## src/rtl/pulse_capture_pkg.sv

```systemverilog
`default_nettype none

package pulse_capture_pkg;

    // --------------------------------------------------
    // field widths
    // --------------------------------------------------
    localparam int WIDTH_W    = 11; // pulse width and pulse count
    localparam int GAP_W      = 9;  // gap, in GAP_UNIT steps
    localparam int CAP_LEN_W  = 10; // samples per capture
    localparam int CAP_ADDR_W = 10; // buffer address
    localparam int ADC_W      = 12; // adc sample
    localparam int CFG_W      = 32; // config word

    localparam int CAP_PAD_W  = CFG_W - 1 - CAP_LEN_W - CAP_ADDR_W; // unused cap bits

    localparam logic KIND_PULSE = 1'b0; // bit 31 low, pulse setup
    localparam logic KIND_CAP   = 1'b1; // bit 31 high, capture setup

    // --------------------------------------------------
    // settings
    // --------------------------------------------------
    typedef struct packed {
        logic [WIDTH_W-1:0] width;  // high cycles per pulse
        logic [WIDTH_W-1:0] num;    // pulses per burst
        logic [GAP_W-1:0]   gap;    // low time between pulses
    } pulse_cfg_t;                  // fills all 31 bits

    typedef struct packed {
        logic [CAP_PAD_W-1:0]  pad;  // zero
        logic [CAP_LEN_W-1:0]  len;  // writes per trigger
        logic [CAP_ADDR_W-1:0] base; // first buffer address
    } cap_cfg_t;

    typedef struct packed {
        logic       kind;           // KIND_PULSE here
        pulse_cfg_t cfg;
    } pulse_word_t;

    typedef struct packed {
        logic     kind;             // KIND_CAP here
        cap_cfg_t cfg;
    } cap_word_t;

    // one config word, two readings picked by bit 31
    typedef union packed {
        pulse_word_t pulse;
        cap_word_t   cap;
    } cfg_word_t;

    typedef struct packed {
        logic                  we;   // write strobe
        logic [CAP_ADDR_W-1:0] addr;
        logic [ADC_W-1:0]      data;
    } bram_wr_t;

endpackage

`default_nettype wire

```

## src/rtl/capture_writer.sv

```systemverilog
`default_nettype none
`timescale 1ns/1ps

module capture_writer (
    input  logic                               clk,
    input  logic                               i_rst_n,
    input  logic                               i_trig,     // from pulse_gen
    input  pulse_capture_pkg::cap_cfg_t        i_cfg,      // len, base
    input  logic [pulse_capture_pkg::ADC_W-1:0] i_adc_data,
    output pulse_capture_pkg::bram_wr_t        o_bram      // write port
);
    import pulse_capture_pkg::*;

    logic [ADC_W-1:0]      adc_q;   // sample from last cycle
    logic                  busy_q;  // writes in progress
    logic [CAP_LEN_W-1:0]  rem_q;   // writes left incl. current
    logic [CAP_ADDR_W-1:0] addr_q;  // current write address
    logic                  trig_ok; // trigger accepted

    // idle only, len 0 gives no capture
    assign trig_ok = i_trig && !busy_q;

    // --------------------------------------------------
    // sample pipe
    // --------------------------------------------------
    always_ff @(posedge clk) begin
        adc_q <= i_adc_data;                // one cycle behind the pins
    end

    // --------------------------------------------------
    // write sequencing
    // --------------------------------------------------
    always_ff @(posedge clk) begin
        if (!i_rst_n) begin
            busy_q <= 1'b0;
            rem_q  <= '0;
        end else if (!busy_q) begin
            if (trig_ok && (i_cfg.len != '0)) begin
                busy_q <= 1'b1;             // first write next cycle
                rem_q  <= i_cfg.len;
            end
        end else begin
            rem_q <= rem_q - 1'b1;
            if (rem_q == CAP_LEN_W'(1)) begin
                busy_q <= 1'b0;             // that was the last write
            end
        end
    end

    always_ff @(posedge clk) begin
        if (trig_ok) begin
            addr_q <= i_cfg.base;           // latched at trigger
        end else if (busy_q) begin
            addr_q <= addr_q + 1'b1;        // wraps at address width
        end
    end

    // write k carries the sample seen k cycles after trigger
    assign o_bram = '{we: busy_q, addr: addr_q, data: adc_q};

endmodule

`default_nettype wire

```

## src/rtl/pulse_capture_top.sv

```systemverilog
`default_nettype none
`timescale 1ns/1ps

module pulse_capture_top #(
    parameter int GAP_UNIT = 4                          // cycles per gap step
) (
    input  logic                                clk,
    input  logic                                i_rst_n,

    // config port
    input  logic                                i_cfg_valid,
    input  pulse_capture_pkg::cfg_word_t        i_cfg_word,

    // burst control
    input  logic                                i_start,
    output logic                                o_pulse,
    output logic                                o_trig,
    output logic                                o_done,

    // adc in, buffer out
    input  logic [pulse_capture_pkg::ADC_W-1:0] i_adc_data,
    output pulse_capture_pkg::bram_wr_t         o_bram
);
    import pulse_capture_pkg::*;

    pulse_cfg_t pulse_cfg;                      // decode -> pulse_gen
    cap_cfg_t   cap_cfg;                        // decode -> capture_writer

    // --------------------------------------------------
    // config decode
    // --------------------------------------------------
    pulse_cfg_decode pulse_cfg_decode_inst (
        .clk         (clk),
        .i_rst_n     (i_rst_n),
        .i_cfg_valid (i_cfg_valid),
        .i_cfg_word  (i_cfg_word),
        .o_pulse_cfg (pulse_cfg),
        .o_cap_cfg   (cap_cfg)
    );

    // --------------------------------------------------
    // pulse generator
    // --------------------------------------------------
    pulse_gen #(
        .GAP_UNIT (GAP_UNIT)
    ) pulse_gen_inst (
        .clk     (clk),
        .i_rst_n (i_rst_n),
        .i_start (i_start),
        .i_cfg   (pulse_cfg),
        .o_pulse (o_pulse),
        .o_trig  (o_trig),                      // also starts capture
        .o_done  (o_done)
    );

    // --------------------------------------------------
    // adc capture
    // --------------------------------------------------
    capture_writer capture_writer_inst (
        .clk        (clk),
        .i_rst_n    (i_rst_n),
        .i_trig     (o_trig),
        .i_cfg      (cap_cfg),
        .i_adc_data (i_adc_data),
        .o_bram     (o_bram)
    );

endmodule

`default_nettype wire

```

## src/rtl/pulse_cfg_decode.sv

```systemverilog
`default_nettype none
`timescale 1ns/1ps

module pulse_cfg_decode (
    input  logic                          clk,
    input  logic                          i_rst_n,
    input  logic                          i_cfg_valid,  // one-cycle strobe
    input  pulse_capture_pkg::cfg_word_t  i_cfg_word,
    output pulse_capture_pkg::pulse_cfg_t o_pulse_cfg,  // to pulse_gen
    output pulse_capture_pkg::cap_cfg_t   o_cap_cfg     // to capture_writer
);
    import pulse_capture_pkg::*;

    pulse_cfg_t pulse_q;        // held burst settings
    cap_cfg_t   cap_q;          // held capture settings
    pulse_cfg_t pulse_in;       // pulse view with zero fields clamped
    logic       is_pulse;       // kind bit says pulse
    logic       is_cap;         // kind bit says capture

    // --------------------------------------------------
    // word decode
    // --------------------------------------------------
    assign is_pulse = i_cfg_valid && (i_cfg_word.pulse.kind == KIND_PULSE);
    assign is_cap   = i_cfg_valid && (i_cfg_word.cap.kind == KIND_CAP);

    always_comb begin
        pulse_in = i_cfg_word.pulse.cfg;            // pulse reading of the word
        if (pulse_in.width == '0) begin
            pulse_in.width = WIDTH_W'(1);           // zero width acts as 1
        end
        if (pulse_in.num == '0) begin
            pulse_in.num = WIDTH_W'(1);             // zero count acts as 1
        end
    end

    // --------------------------------------------------
    // setting registers
    // --------------------------------------------------
    always_ff @(posedge clk) begin
        if (!i_rst_n) begin
            pulse_q.width <= WIDTH_W'(1);   // one cycle wide
            pulse_q.num   <= WIDTH_W'(1);   // single pulse
            pulse_q.gap   <= '0;
        end else if (is_pulse) begin
            pulse_q <= pulse_in;            // capture side untouched
        end
    end

    always_ff @(posedge clk) begin
        if (!i_rst_n) begin
            cap_q <= '0;                    // len 0 captures nothing
        end else if (is_cap) begin
            cap_q     <= i_cfg_word.cap.cfg; // pulse side untouched
            cap_q.pad <= '0;                // keep pad clean
        end
    end

    assign o_pulse_cfg = pulse_q;
    assign o_cap_cfg   = cap_q;

endmodule

`default_nettype wire

```

## src/rtl/pulse_gen.sv

```systemverilog
`default_nettype none
`timescale 1ns/1ps

module pulse_gen #(
    parameter int GAP_UNIT = 4              // cycles per gap step, 1 or more
) (
    input  logic                          clk,
    input  logic                          i_rst_n,
    input  logic                          i_start,  // one-cycle strobe
    input  pulse_capture_pkg::pulse_cfg_t i_cfg,    // width, num already >= 1
    output logic                          o_pulse,
    output logic                          o_trig,   // first pulse marker
    output logic                          o_done    // burst finished
);
    import pulse_capture_pkg::*;

    localparam int GCNT_W = GAP_W + $clog2(GAP_UNIT + 1); // holds gap * GAP_UNIT

    typedef enum logic [1:0] {
        ST_IDLE,
        ST_HIGH,
        ST_GAP
    } state_t;

    state_t             state_q;
    logic [WIDTH_W-1:0] width_q;    // width for this burst
    logic [GAP_W-1:0]   gap_q;      // gap for this burst
    logic [WIDTH_W-1:0] wcnt_q;     // high cycles left, minus 1
    logic [GCNT_W-1:0]  gcnt_q;     // low cycles left, minus 1
    logic [WIDTH_W-1:0] rem_q;      // pulses left incl. current
    logic [GCNT_W-1:0]  gap_cycles; // low run length
    logic               start_ok;   // start taken this cycle
    logic               high_end;   // last cycle of a high run
    logic               last_pulse; // current pulse is the final one

    assign start_ok   = (state_q == ST_IDLE) && i_start;
    assign high_end   = (state_q == ST_HIGH) && (wcnt_q == '0);
    assign last_pulse = (rem_q == WIDTH_W'(1));
    assign gap_cycles = GCNT_W'(gap_q) * GCNT_W'(GAP_UNIT);

    // --------------------------------------------------
    // burst settings, frozen while running
    // --------------------------------------------------
    always_ff @(posedge clk) begin
        if (start_ok) begin
            width_q <= i_cfg.width;
            gap_q   <= i_cfg.gap;
        end
    end

    // --------------------------------------------------
    // sequencer
    // --------------------------------------------------
    always_ff @(posedge clk) begin
        if (!i_rst_n) begin
            state_q <= ST_IDLE;
            wcnt_q  <= '0;
            gcnt_q  <= '0;
            rem_q   <= '0;
            o_trig  <= 1'b0;
            o_done  <= 1'b0;
        end else begin
            o_trig <= 1'b0;                         // strobes default low
            o_done <= 1'b0;
            case (state_q)
                ST_IDLE: begin
                    if (i_start) begin
                        state_q <= ST_HIGH;         // first pulse next cycle
                        o_trig  <= 1'b1;            // lines up with pulse 1
                        wcnt_q  <= i_cfg.width - 1'b1;
                        rem_q   <= i_cfg.num;
                    end
                end
                ST_HIGH: begin
                    if (!high_end) begin
                        wcnt_q <= wcnt_q - 1'b1;
                    end else if (last_pulse) begin
                        state_q <= ST_IDLE;         // idle while done is high
                        o_done  <= 1'b1;
                    end else if (gap_cycles == '0) begin
                        wcnt_q <= width_q - 1'b1;   // no gap, next pulse abuts
                        rem_q  <= rem_q - 1'b1;
                    end else begin
                        state_q <= ST_GAP;
                        gcnt_q  <= gap_cycles - 1'b1;
                    end
                end
                ST_GAP: begin
                    if (gcnt_q == '0) begin
                        state_q <= ST_HIGH;         // next pulse
                        wcnt_q  <= width_q - 1'b1;
                        rem_q   <= rem_q - 1'b1;
                    end else begin
                        gcnt_q <= gcnt_q - 1'b1;
                    end
                end
                default: begin
                    state_q <= ST_IDLE;             // recover from bad code
                end
            endcase
        end
    end

    assign o_pulse = (state_q == ST_HIGH); // high for every ST_HIGH cycle

endmodule

`default_nettype wire

```

## config.mk

```make
export PLATFORM = sky130hd
export DESIGN_NAME = pulse_capture_top
export DESIGN_NICKNAME = d
export VERILOG_FILES = /design/src/rtl/pulse_capture_pkg.sv /design/src/rtl/capture_writer.sv /design/src/rtl/pulse_capture_top.sv /design/src/rtl/pulse_cfg_decode.sv /design/src/rtl/pulse_gen.sv
export SDC_FILE = /design/constraint.sdc
export NUM_CORES = 1
export LEC_CHECK = 0
export BUFFER_PORTS_ARGS = -buffer_cell sky130_fd_sc_hd__buf_2
export CAP_MARGIN = 20
export CORE_MARGIN = 3
export CORE_UTILIZATION = 55
export DETAILED_ROUTE_END_ITERATION = 10
export PLACE_DENSITY = 0.84
export SLEW_MARGIN = 20
export SYNTH_ARGS = -nofsm -noshare
export SYNTH_HDL_FRONTEND = slang
export SYNTH_SLANG_ARGS = --single-unit
```

## constraint.sdc

```tcl
create_clock -name clk -period 2.8 [get_ports clk]
set_input_delay 0.56 -clock clk [delete_from_list [all_inputs] [get_ports clk]]
set_output_delay 0.56 -clock clk [all_outputs]
set_load 0.005 [all_outputs]
```

==> results of run 1 <==
final cells by class:
cell class / instances / area (um^2)
fillers: 990 / 4160
multi-input cells: 581 / 3490
well taps: 168 / 210
clock buffers: 20 / 457
repair buffers: 92 / 508
flip-flops and latches: 142 / 3140
inverters: 24 / 90.1
clock inverters: 12 / 108
logic make-up (layout without fill, tap and decap cells):
group,count (synthesis),count (layout),synth area share (%)
compound gates,191,191,18.2
xor+xnor,38,38,4.81
fa+ha+maj,17,17,3.07
buf+inv,71,148,4.34
flops,142,142,45.4
mux,7,7,1.03
simple gates,328,328,23.2
worst max path at each step:
| stage | startpoint | endpoint | slack [ps] | depth (start not counted) |
|---|---|---|---|---|
| finish | pulse_gen_inst.rem_q[6]$_SDFFE_PN0P_ | pulse_gen_inst.rem_q[4]$_SDFFE_PN0P_ | 260 | 5 |
| global route | pulse_gen_inst.rem_q[6]$_SDFFE_PN0P_ | pulse_gen_inst.rem_q[4]$_SDFFE_PN0P_ | 150 | 5 |
| CTS | pulse_gen_inst.rem_q[6]$_SDFFE_PN0P_ | pulse_gen_inst.rem_q[0]$_SDFFE_PN0P_ | 320 | 5 |
| detailed placement | pulse_gen_inst.rem_q[6]$_SDFFE_PN0P_ | pulse_gen_inst.rem_q[4]$_SDFFE_PN0P_ | 350 | 5 |
| floorplan | pulse_gen_inst.width_q[0]$_DFFE_PP_ | pulse_gen_inst.wcnt_q[8]$_SDFFE_PN0P_ | 650 | 7 |
| global placement | pulse_gen_inst.gcnt_q[0]$_SDFFE_PN0P_ | pulse_gen_inst.wcnt_q[4]$_SDFFE_PN0P_ | 300 | 7 |
cell usage after synthesis (all sizes together), types with 17 or more instances:
| cell | instances |
|---|---|
| edfxtp | 30 |
| ha | 17 |
| nand2 | 154 |
| nand3 | 18 |
| inv | 24 |
| a21oi | 73 |
| nor4 | 19 |
| dfxtp | 112 |
| nor2 | 51 |
| xnor2 | 27 |
| o21ai | 35 |
| clkbuf | 38 |
| nor3 | 23 |
per-stage QoR:
step / total power, mW / setup WS [ps] / utilization (%) / hold WS (ps)
5_1_grt: 9.75 / 149 / 65.8 / 222
6_report: 9.18 / 263 / 65.8 / 237
2_1_floorplan: 6.01 / 645 / - / 408
3_3_place_gp: 6.88 / 303 / 61.1 / 414
4_1_cts: 9.15 / 319 / 65.8 / 227
3_5_place_dp: 6.96 / 346 / 61.2 / 420
per-layer routing:
layer,vias to the layer above,GRT usage [%]
met5,-,0
met4,2,6.52
met3,28,5.93
met2,255,39.0
met1,2926,31.3
li1,2985,-
placed cells by master, fill, tap and decap left out, types with 7 or more instances in the layout:
cell type  count
xnor2_1       27
edfxtp_1      30
a21oi_1       73
o221ai_1      11
o311ai_0       7
nor3_1        21
nor2_1        51
buf_2         73
nor2b_1        7
inv_1         23
dfxtp_1      112
a32o_1        11
or4_1          7
nand3_1       18
xor2_1        11
clkbuf_16     17
nor4_1        16
buf_4         19
ha_1          17
nand2_1      154
o211ai_1      12
o21ai_0       33
worst max-delay path, delay by kind of cell, from the launching register on:
| kind | cells | cell delay [ps] |
|---|---|---|
| compound gates | 2 | 540 |
| simple gates | 3 | 1480 |
| flops | 1 | 360 |
flip-flops by register name, summed over array words and instances, names as in the netlist:
name and flops:
capture_writer_inst.adc_q 12, capture_writer_inst.addr_q 10, capture_writer_inst.busy_q 1, capture_writer_inst.rem_q 10, pulse_cfg_decode_inst.o_cap_cfg 20, pulse_cfg_decode_inst.o_pulse_cfg 31
pulse_gen_inst.gap_q 9, pulse_gen_inst.gcnt_q 12, pulse_gen_inst.o_done 1, pulse_gen_inst.o_trig 1, pulse_gen_inst.rem_q 11, pulse_gen_inst.state_q 2
pulse_gen_inst.wcnt_q 11, pulse_gen_inst.width_q 11
power breakdown:
part	internal [mW]	total (mW)	leakage, nW	switching (mW)
Combinational	1.64	4.04	1.53	2.40
Sequential	2.55	2.99	1.21	0.445
Clock	1.27	2.14	0.282	0.869
Total	5.46	9.18	3.02	3.72
==> impl_metrics.toml, run 1 <==
[global_routing]
grt_pass1_vias = 5768
grt_max_degree = 71
grt_use_total_pct = 23.8
overflow = 0
grt_pass1_wl_um = 27600
antenna_found_initial = 1

[logic_synthesis]
synth-edff-count = 30
netlist_top_cells_area = "dfxtp_1 (32%), edfxtp_1 (13%), nand2_1 (8.3%)"
async_flop_share_pct = 0
synth-seq-cells = 142
yosysSeqAreaShare_pct = 45.4
yosys_warnings = 0
synth_fp_nets = 859
syn_avg_cell_area_um2 = 8.72
synthDominantCellAreaShare_pct = 32.4
yosys.area.top_type = "dfxtp_1"
ys.flop_type = "dfxtp_1"
syn_area_um2 = 6930
synth_cell_types = 70
syn_inst = 794

[hold_path]
hp-class = "primary input to flip-flop"
worst_hold_path.endpoint = "capture_writer_inst.adc_q[11]$_DFF_P_"
hold_start = "i_adc_data[11]"
hold_depth = 1

[routing]
dr.pass1.iters = 5
wl_met3_um = 1220
post-route-drc-count = 0
wl_per_cell_um = 16.2
antenna_left = 0
first_iter_violations = 481
met1Wirelength_um = 7230
top_layer_used = "met5"
num_vias = 6196
avgViaCountPerCell = 5.96
met2WireLength_um = 8160
totalWireLength_um = 16800

[clocking]
cts_buffers = 17
clock_latency_ps = 420
cts_buffer_depth = 2
cts_tree = "yes"
htree_levels = 4
post_cts_buffers = 0
clkSinkCount = 142
postCtsResizedCells = 0
cts_hold_buf = 0
cts_root_buffer = "clkbuf_16"
path_clk_slew_ps = 60

[worst_setup_path]
worstPathMaxFanout = 10
rr_worst_depth = 5
slowest_stage = "or4_1"
slowest_delay_ps = 620
worstPathRequired_ps = 3060
critPathKind = "flip-flop to flip-flop"
arrival_ps = 2800
end_kind = "flip-flop"
r2r_start = "pulse_gen_inst.rem_q[6]$_SDFFE_PN0P_"
reg2reg_slack_ps = 260
path_cells = "or4_1 -> nand4bb_4 -> a31oi_4 -> or2_0 -> o21ai_0"
startpoint_type = "flip-flop"
reg2reg_to = "pulse_gen_inst.rem_q[4]$_SDFFE_PN0P_"

[timing]
setup_viol = 0
rsz0062_at_grt = "no"
drv_slew = 0
fin_crit_ps = 2540
fin_setup_tns_ps = 0
max_freq_mhz = 394
finalHoldViolations = 0
finClkSkew_ps = 6.70
worstMarginPinSlew_ps = 751
fin_crit_sh_pct = 90.6
relSlewSlack_pct = 49.9

[floorplan]
rows = 40
die_height_um = 118
start_util_pct = 56.9
dieArea_um2 = 14000
die_x_um = 118
boundaryPins = 74
core_area_um2 = 12200

[cells_and_area]
finalNonFillerCells = 1039
area_growth_syn_to_layout_pct = 15.6
drive_gt1_share_pct = 16.5
layout.nets = 923
n_antenna_cell = 0
final_area_um2 = 8010

[power_and_ir_drop]
p_leak_nw = 3.02
peakVddDrop_mv = 0.623
pwr_density_cell_nw_per_um2 = 1150

[placement]
io_buffers = 73
gp_congestion = 0.876
dp_cells = 1007
placed_area_um2 = 7440
dp_hpwl_um = 11600

[flow_run]
maxCapViolCount = 0

[outcome]
status = "finished, final reports clean"
No activity file was read; power rests on OpenSTA's default activity.
==> run 2, diff against run 1 <==
RECOVER_POWER = 100   (was default)
==> impl_metrics.toml, run 2 (synthesis gave the netlist of run 1 again) <==
[floorplan]
boundaryPins = 74
dieArea_um2 = 14000
start_util_pct = 56.9
die_x_um = 118
rows = 40
core_area_um2 = 12200
die_height_um = 118

[global_routing]
overflow = 0
grt_pass1_wl_um = 27600
antenna_found_initial = 1
grt_use_total_pct = 23.8
grt_pass1_vias = 5768
grt_max_degree = 71

[worst_setup_path]
rr_worst_depth = 5
critPathKind = "flip-flop to flip-flop"
end_kind = "flip-flop"
worstPathMaxFanout = 10
reg2reg_slack_ps = 250
reg2reg_to = "pulse_gen_inst.rem_q[0]$_SDFFE_PN0P_"
arrival_ps = 2900
startpoint_type = "flip-flop"
path_cells = "or4_1 -> nand4bb_4 -> a31oi_4 -> or2_0 -> o221a_2"
critPathTopFamily = "simple AND/OR/NAND/NOR gates"
slowest_delay_ps = 610
slowest_stage = "or4_1"
r2r_start = "pulse_gen_inst.rem_q[6]$_SDFFE_PN0P_"
critPathBufInv = 0
worstPathRequired_ps = 3150

[clocking]
clock_latency_ps = 410
post_cts_buffers = 0
cts_hold_buf = 0
clkSinkCount = 142
cts_buffers = 17
cts_root_buffer = "clkbuf_16"
postCtsResizedCells = 0
path_clk_slew_ps = 60
cts_tree = "yes"
cts_buffer_depth = 2
htree_levels = 4

[timing]
rsz0062_at_grt = "no"
finClkSkew_ps = 7.81
fin_crit_ps = 2550
max_freq_mhz = 393
drv_slew = 0
worstMarginPinSlew_ps = 1470
finalHoldViolations = 0
fin_crit_sh_pct = 90.9
setup_viol = 0
relSlewSlack_pct = 1.83
whs_ps = 240
fin_setup_tns_ps = 0

[flow_run]
maxCapViolCount = 0

[routing]
post-route-drc-count = 0
avgViaCountPerCell = 5.96
wl_met3_um = 1160
met2WireLength_um = 8170
met1Wirelength_um = 7330
antenna_left = 0
first_iter_violations = 490
top_layer_used = "met5"
dr.pass1.iters = 6
num_vias = 6197
totalWireLength_um = 16900
wl_per_cell_um = 16.2

[power_and_ir_drop]
comb_power_share_pct = 43.6
power_switching_mw = 3.68
p_int_mw = 5.42
switching_share_pct = 40.4
totalPowerFinal_mw = 9.10
power_frac_clock_pct = 23.5
pwr_density_cell_nw_per_um2 = 1140
peakVddDrop_mv = 0.624
seqPwrFrac_pct = 32.9
p_leak_nw = 2.97

[cells_and_area]
n_antenna_cell = 0
drive_gt1_share_pct = 14.4
largest_reg_flops = 31
area_growth_syn_to_layout_pct = 14.8
layout.nets = 923
layout_commonest_cell = "nand2_1"
fillers = 1004
final_cell_mix = "nand2_1 (154), dfxtp_1 (112), a21oi_1 (73), buf_2 (63), nor2_1 (51)"
multiInputGateArea_um2 = 3470
seqCellArea_um2 = 3140
fin_util_pct = 65.4

[hold_path]
hold_depth = 1
hp-class = "primary input to flip-flop"
hold_start = "i_adc_data[11]"
worst_hold_path.endpoint = "capture_writer_inst.adc_q[11]$_DFF_P_"

[placement]
gp_congestion = 0.876
dp_hpwl_um = 11600
io_buffers = 73

[outcome]
status = "finished, final reports clean"
run 2: area by class of cell:
| class | count | area share (%) |
|---|---|---|
| clock buffer | 20 | 5.74 |
| multi-input combinational | 581 | 43.6 |
| timing repair buffer | 92 | 5.96 |
| tap | 168 | 2.64 |
| inverter | 24 | 1.13 |
| clock inverter | 12 | 1.35 |
| sequential | 142 | 39.5 |
run 2: worst max path at each step:
stage	startpoint	endpoint	slack [ps]	cells after the start
3_5_place_dp	pulse_gen_inst.rem_q[6]$_SDFFE_PN0P_	pulse_gen_inst.rem_q[4]$_SDFFE_PN0P_	350	5
6_report	pulse_gen_inst.rem_q[6]$_SDFFE_PN0P_	pulse_gen_inst.rem_q[0]$_SDFFE_PN0P_	250	5
2_1_floorplan	pulse_gen_inst.width_q[0]$_DFFE_PP_	pulse_gen_inst.wcnt_q[8]$_SDFFE_PN0P_	650	7
5_1_grt	pulse_gen_inst.wcnt_q[0]$_SDFFE_PN0P_	pulse_gen_inst.gcnt_q[1]$_SDFFE_PN0P_	130	7
3_3_place_gp	pulse_gen_inst.gcnt_q[0]$_SDFFE_PN0P_	pulse_gen_inst.wcnt_q[4]$_SDFFE_PN0P_	300	7
4_1_cts	pulse_gen_inst.rem_q[6]$_SDFFE_PN0P_	pulse_gen_inst.rem_q[0]$_SDFFE_PN0P_	320	5
run 2: per-stage QoR:
stage	setup WS, ps	cells	cell area (um^2)
2_1_floorplan	645	794	6930
3_5_place_dp	346	1007	7440
5_1_grt	130	1039	7950
6_report	255	1039	7950
3_3_place_gp	303	1007	7440
4_1_cts	319	1039	8010
run 2: layer usage:
layer  global-route usage [%]  vias up
met4                     6.52        2
met1                     31.3     2945
li1                         -     2984
met3                     5.93       27
met5                        0        -
met2                     39.0      239
run 2: power by group through the flow:
stage	clock network (mW)	registers [mW]	logic, mW
floorplan	0	2.90	3.12
global placement	0	2.98	3.89
detailed placement	0	3.01	3.95
CTS	2.17	2.98	4.01
global route	2.25	3.04	4.37
finish	2.14	3.00	3.97
==> run 3, diff against run 2 <==
ABC_AREA = 1   (was default)
==> impl_metrics.toml, run 3 <==
[clocking]
postCtsResizedCells = 0
htree_levels = 4
cts_tree = "yes"
cts_hold_buf = 0
clock_latency_ps = 420
path_clk_slew_ps = 60
post_cts_buffers = 0
clkSinkCount = 142
cts_buffers = 17
cts_root_buffer = "clkbuf_16"
cts_buffer_depth = 2

[timing]
relSlewSlack_pct = 21.8
finClkSkew_ps = 7.82
fin_crit_sh_pct = 84.4
drv_slew = 0
setup_viol = 0
fin_setup_tns_ps = 0
rsz0062_at_grt = "no"
finalHoldViolations = 0
max_freq_mhz = 423
whs_ps = 231
fin_ws_ps = 438
fin_crit_ps = 2360
worstMarginPinSlew_ps = 1170

[cells_and_area]
drive_gt1_share_pct = 12.2
final_cell_mix = "nand2_1 (177), nor2_1 (163), dfxtp_1 (112), o21ai_0 (98), inv_1 (94)"
layout_commonest_cell = "nand2_1"
largest_reg_flops = 31
area_growth_syn_to_layout_pct = 14.4
fin_util_pct = 64.8
layout.nets = 1114
n_antenna_cell = 0

[floorplan]
die_x_um = 120
rows = 41
core_area_um2 = 12700
boundaryPins = 74
die_height_um = 120
dieArea_um2 = 14500
start_util_pct = 56.6

[logic_synthesis]
async_flop_share_pct = 0
synth_cell_types = 38
synth-seq-cells = 142
synth_common_cells = "nand2_1 (174), nor2_1 (162), dfxtp_1 (112), o21ai_0 (97), inv_1 (92)"
yosysSeqAreaShare_pct = 43.7
synth_most_common_cell = "nand2_1"
yosys_warnings = 0
syn_avg_cell_area_um2 = 7.31
synth-edff-count = 30
synth_fp_nets = 1050
syn_area_um2 = 7200
ys.flop_type = "dfxtp_1"
yosys.area.top_type = "dfxtp_1"
synthDominantCellAreaShare_pct = 31.1
netlist_top_cells_area = "dfxtp_1 (31%), edfxtp_1 (13%), nand2_1 (9.1%)"
syn_inst = 985

[placement]
io_buffers = 73
dp_hpwl_um = 11800
gp_congestion = 0.927
dp_slack_ps = 606

[global_routing]
grt_use_total_pct = 24.1
antenna_found_initial = 0
grt_max_degree = 67
grt_pass1_wl_um = 28600
grt_pass1_vias = 6263
overflow = 0

[routing]
num_vias = 6661
first_iter_violations = 580
avgViaCountPerCell = 5.40
totalWireLength_um = 17000
antenna_left = 0
post-route-drc-count = 0
wl_per_cell_um = 13.8
dr.pass1.iters = 5

[worst_setup_path]
reg2reg_slack_ps = 440
startpoint_type = "flip-flop"
rr_worst_depth = 13
cp-startpoint = "pulse_gen_inst.gap_q[0]$_DFFE_PP_"
arrival_ps = 2680
r2r_start = "pulse_gen_inst.gap_q[0]$_DFFE_PP_"
critPathKind = "flip-flop to flip-flop"
worstPathRequired_ps = 3120
reg2reg_to = "pulse_gen_inst.rem_q[9]$_SDFFE_PN0P_"
end_kind = "flip-flop"
worstPathMaxFanout = 12

[outcome]
status = "finished, final reports clean"

[hold_path]
hold_start = "i_adc_data[10]"
hold_depth = 1
hp-class = "primary input to flip-flop"
worst_hold_path.endpoint = "capture_writer_inst.adc_q[10]$_DFF_P_"

[flow_run]
maxCapViolCount = 0

[power_and_ir_drop]
peakVddDrop_mv = 0.720
p_leak_nw = 3.64
pwr_density_cell_nw_per_um2 = 1010
run 3: cell count changes in the layout (fill, tap and decap cells not counted), moves of 8 or more:
cell,change
nor2_1,+112
inv_1,+70
o21ai_0,+64
nand3_1,+59
nand2_1,+23
xnor2_1,-21
a32o_1,-11
nor4_1,-11
o221ai_1,-11
nor2_2,+9
nor3_1,-9
nand2_2,+8
run 3: metrics by stage:
step | cell area [um^2] | std cells | power [mW]
after detailed placement | 7670 | 1202 | 6.00
after CTS | 8290 | 1234 | 8.38
after global routing | 8240 | 1234 | 8.97
final | 8240 | 1234 | 8.32
after floorplan | 7200 | 985 | 5.33
after global placement | 7670 | 1202 | 5.90
run 3: report_power, final:
part	internal [mW]	switching [mW]	leakage [nW]	total (mW)
sequential	2.53	0.354	1.21	2.88
combinational	1.07	2.00	2.11	3.07
clock	1.44	0.927	0.311	2.36
run 3: worst max path at each step:
stage	endpoint	slack (ps)	cells past startpoint
after floorplan	pulse_gen_inst.rem_q[2]$_SDFFE_PN0P_	1120	12
after global placement	pulse_cfg_decode_inst.o_cap_cfg[10]$_SDFFE_PN0P_	650	5
after detailed placement	pulse_cfg_decode_inst.o_cap_cfg[10]$_SDFFE_PN0P_	610	5
after CTS	pulse_gen_inst.rem_q[0]$_SDFFE_PN0P_	590	7
after global routing	pulse_gen_inst.gcnt_q[7]$_SDFFE_PN0P_	190	12
final	pulse_gen_inst.rem_q[9]$_SDFFE_PN0P_	440	13
run 3: metal layers:
layer  up-vias  global-route usage (%)  share of wire, %
met1      3060                    31.2                44
met3        27                    5.29               5.5
li1       3387                       -                 -
met4         0                    7.93               1.6
met2       187                    40.2                49
met5         -                       0                 0
run 3: logic make-up after synthesis:
family	share of synthesized area (%)
AND/OR/NAND/NOR	28.6
flip-flops	43.7
buffers and inverters	7.77
AO/OA/AOI/OAI	14.3
XOR/XNOR	2.68
adder cells (fa/ha/maj)	2.95
run 3: area by class of cell:
class,count,area (um^2)
sequential,142,3140
clock inverter,12,145
timing repair buffer,82,408
inverter,101,379
clock buffer,20,478
multi-input combinational,705,3470
tap,172,215
fill,1099,4480
run 3: worst max-delay path, cell delays in order (launching register included):
cell,delay [ps]
edfxtp_1,430
inv_1,140
ha_1,160
inv_1,40
nor2_1,150
nand3_2,120
nor2_2,150
nor2_2,50
nor2_2,90
nand2_1,250
inv_1,430
nand2_1,100
nand2_1,80
nor2_1,50
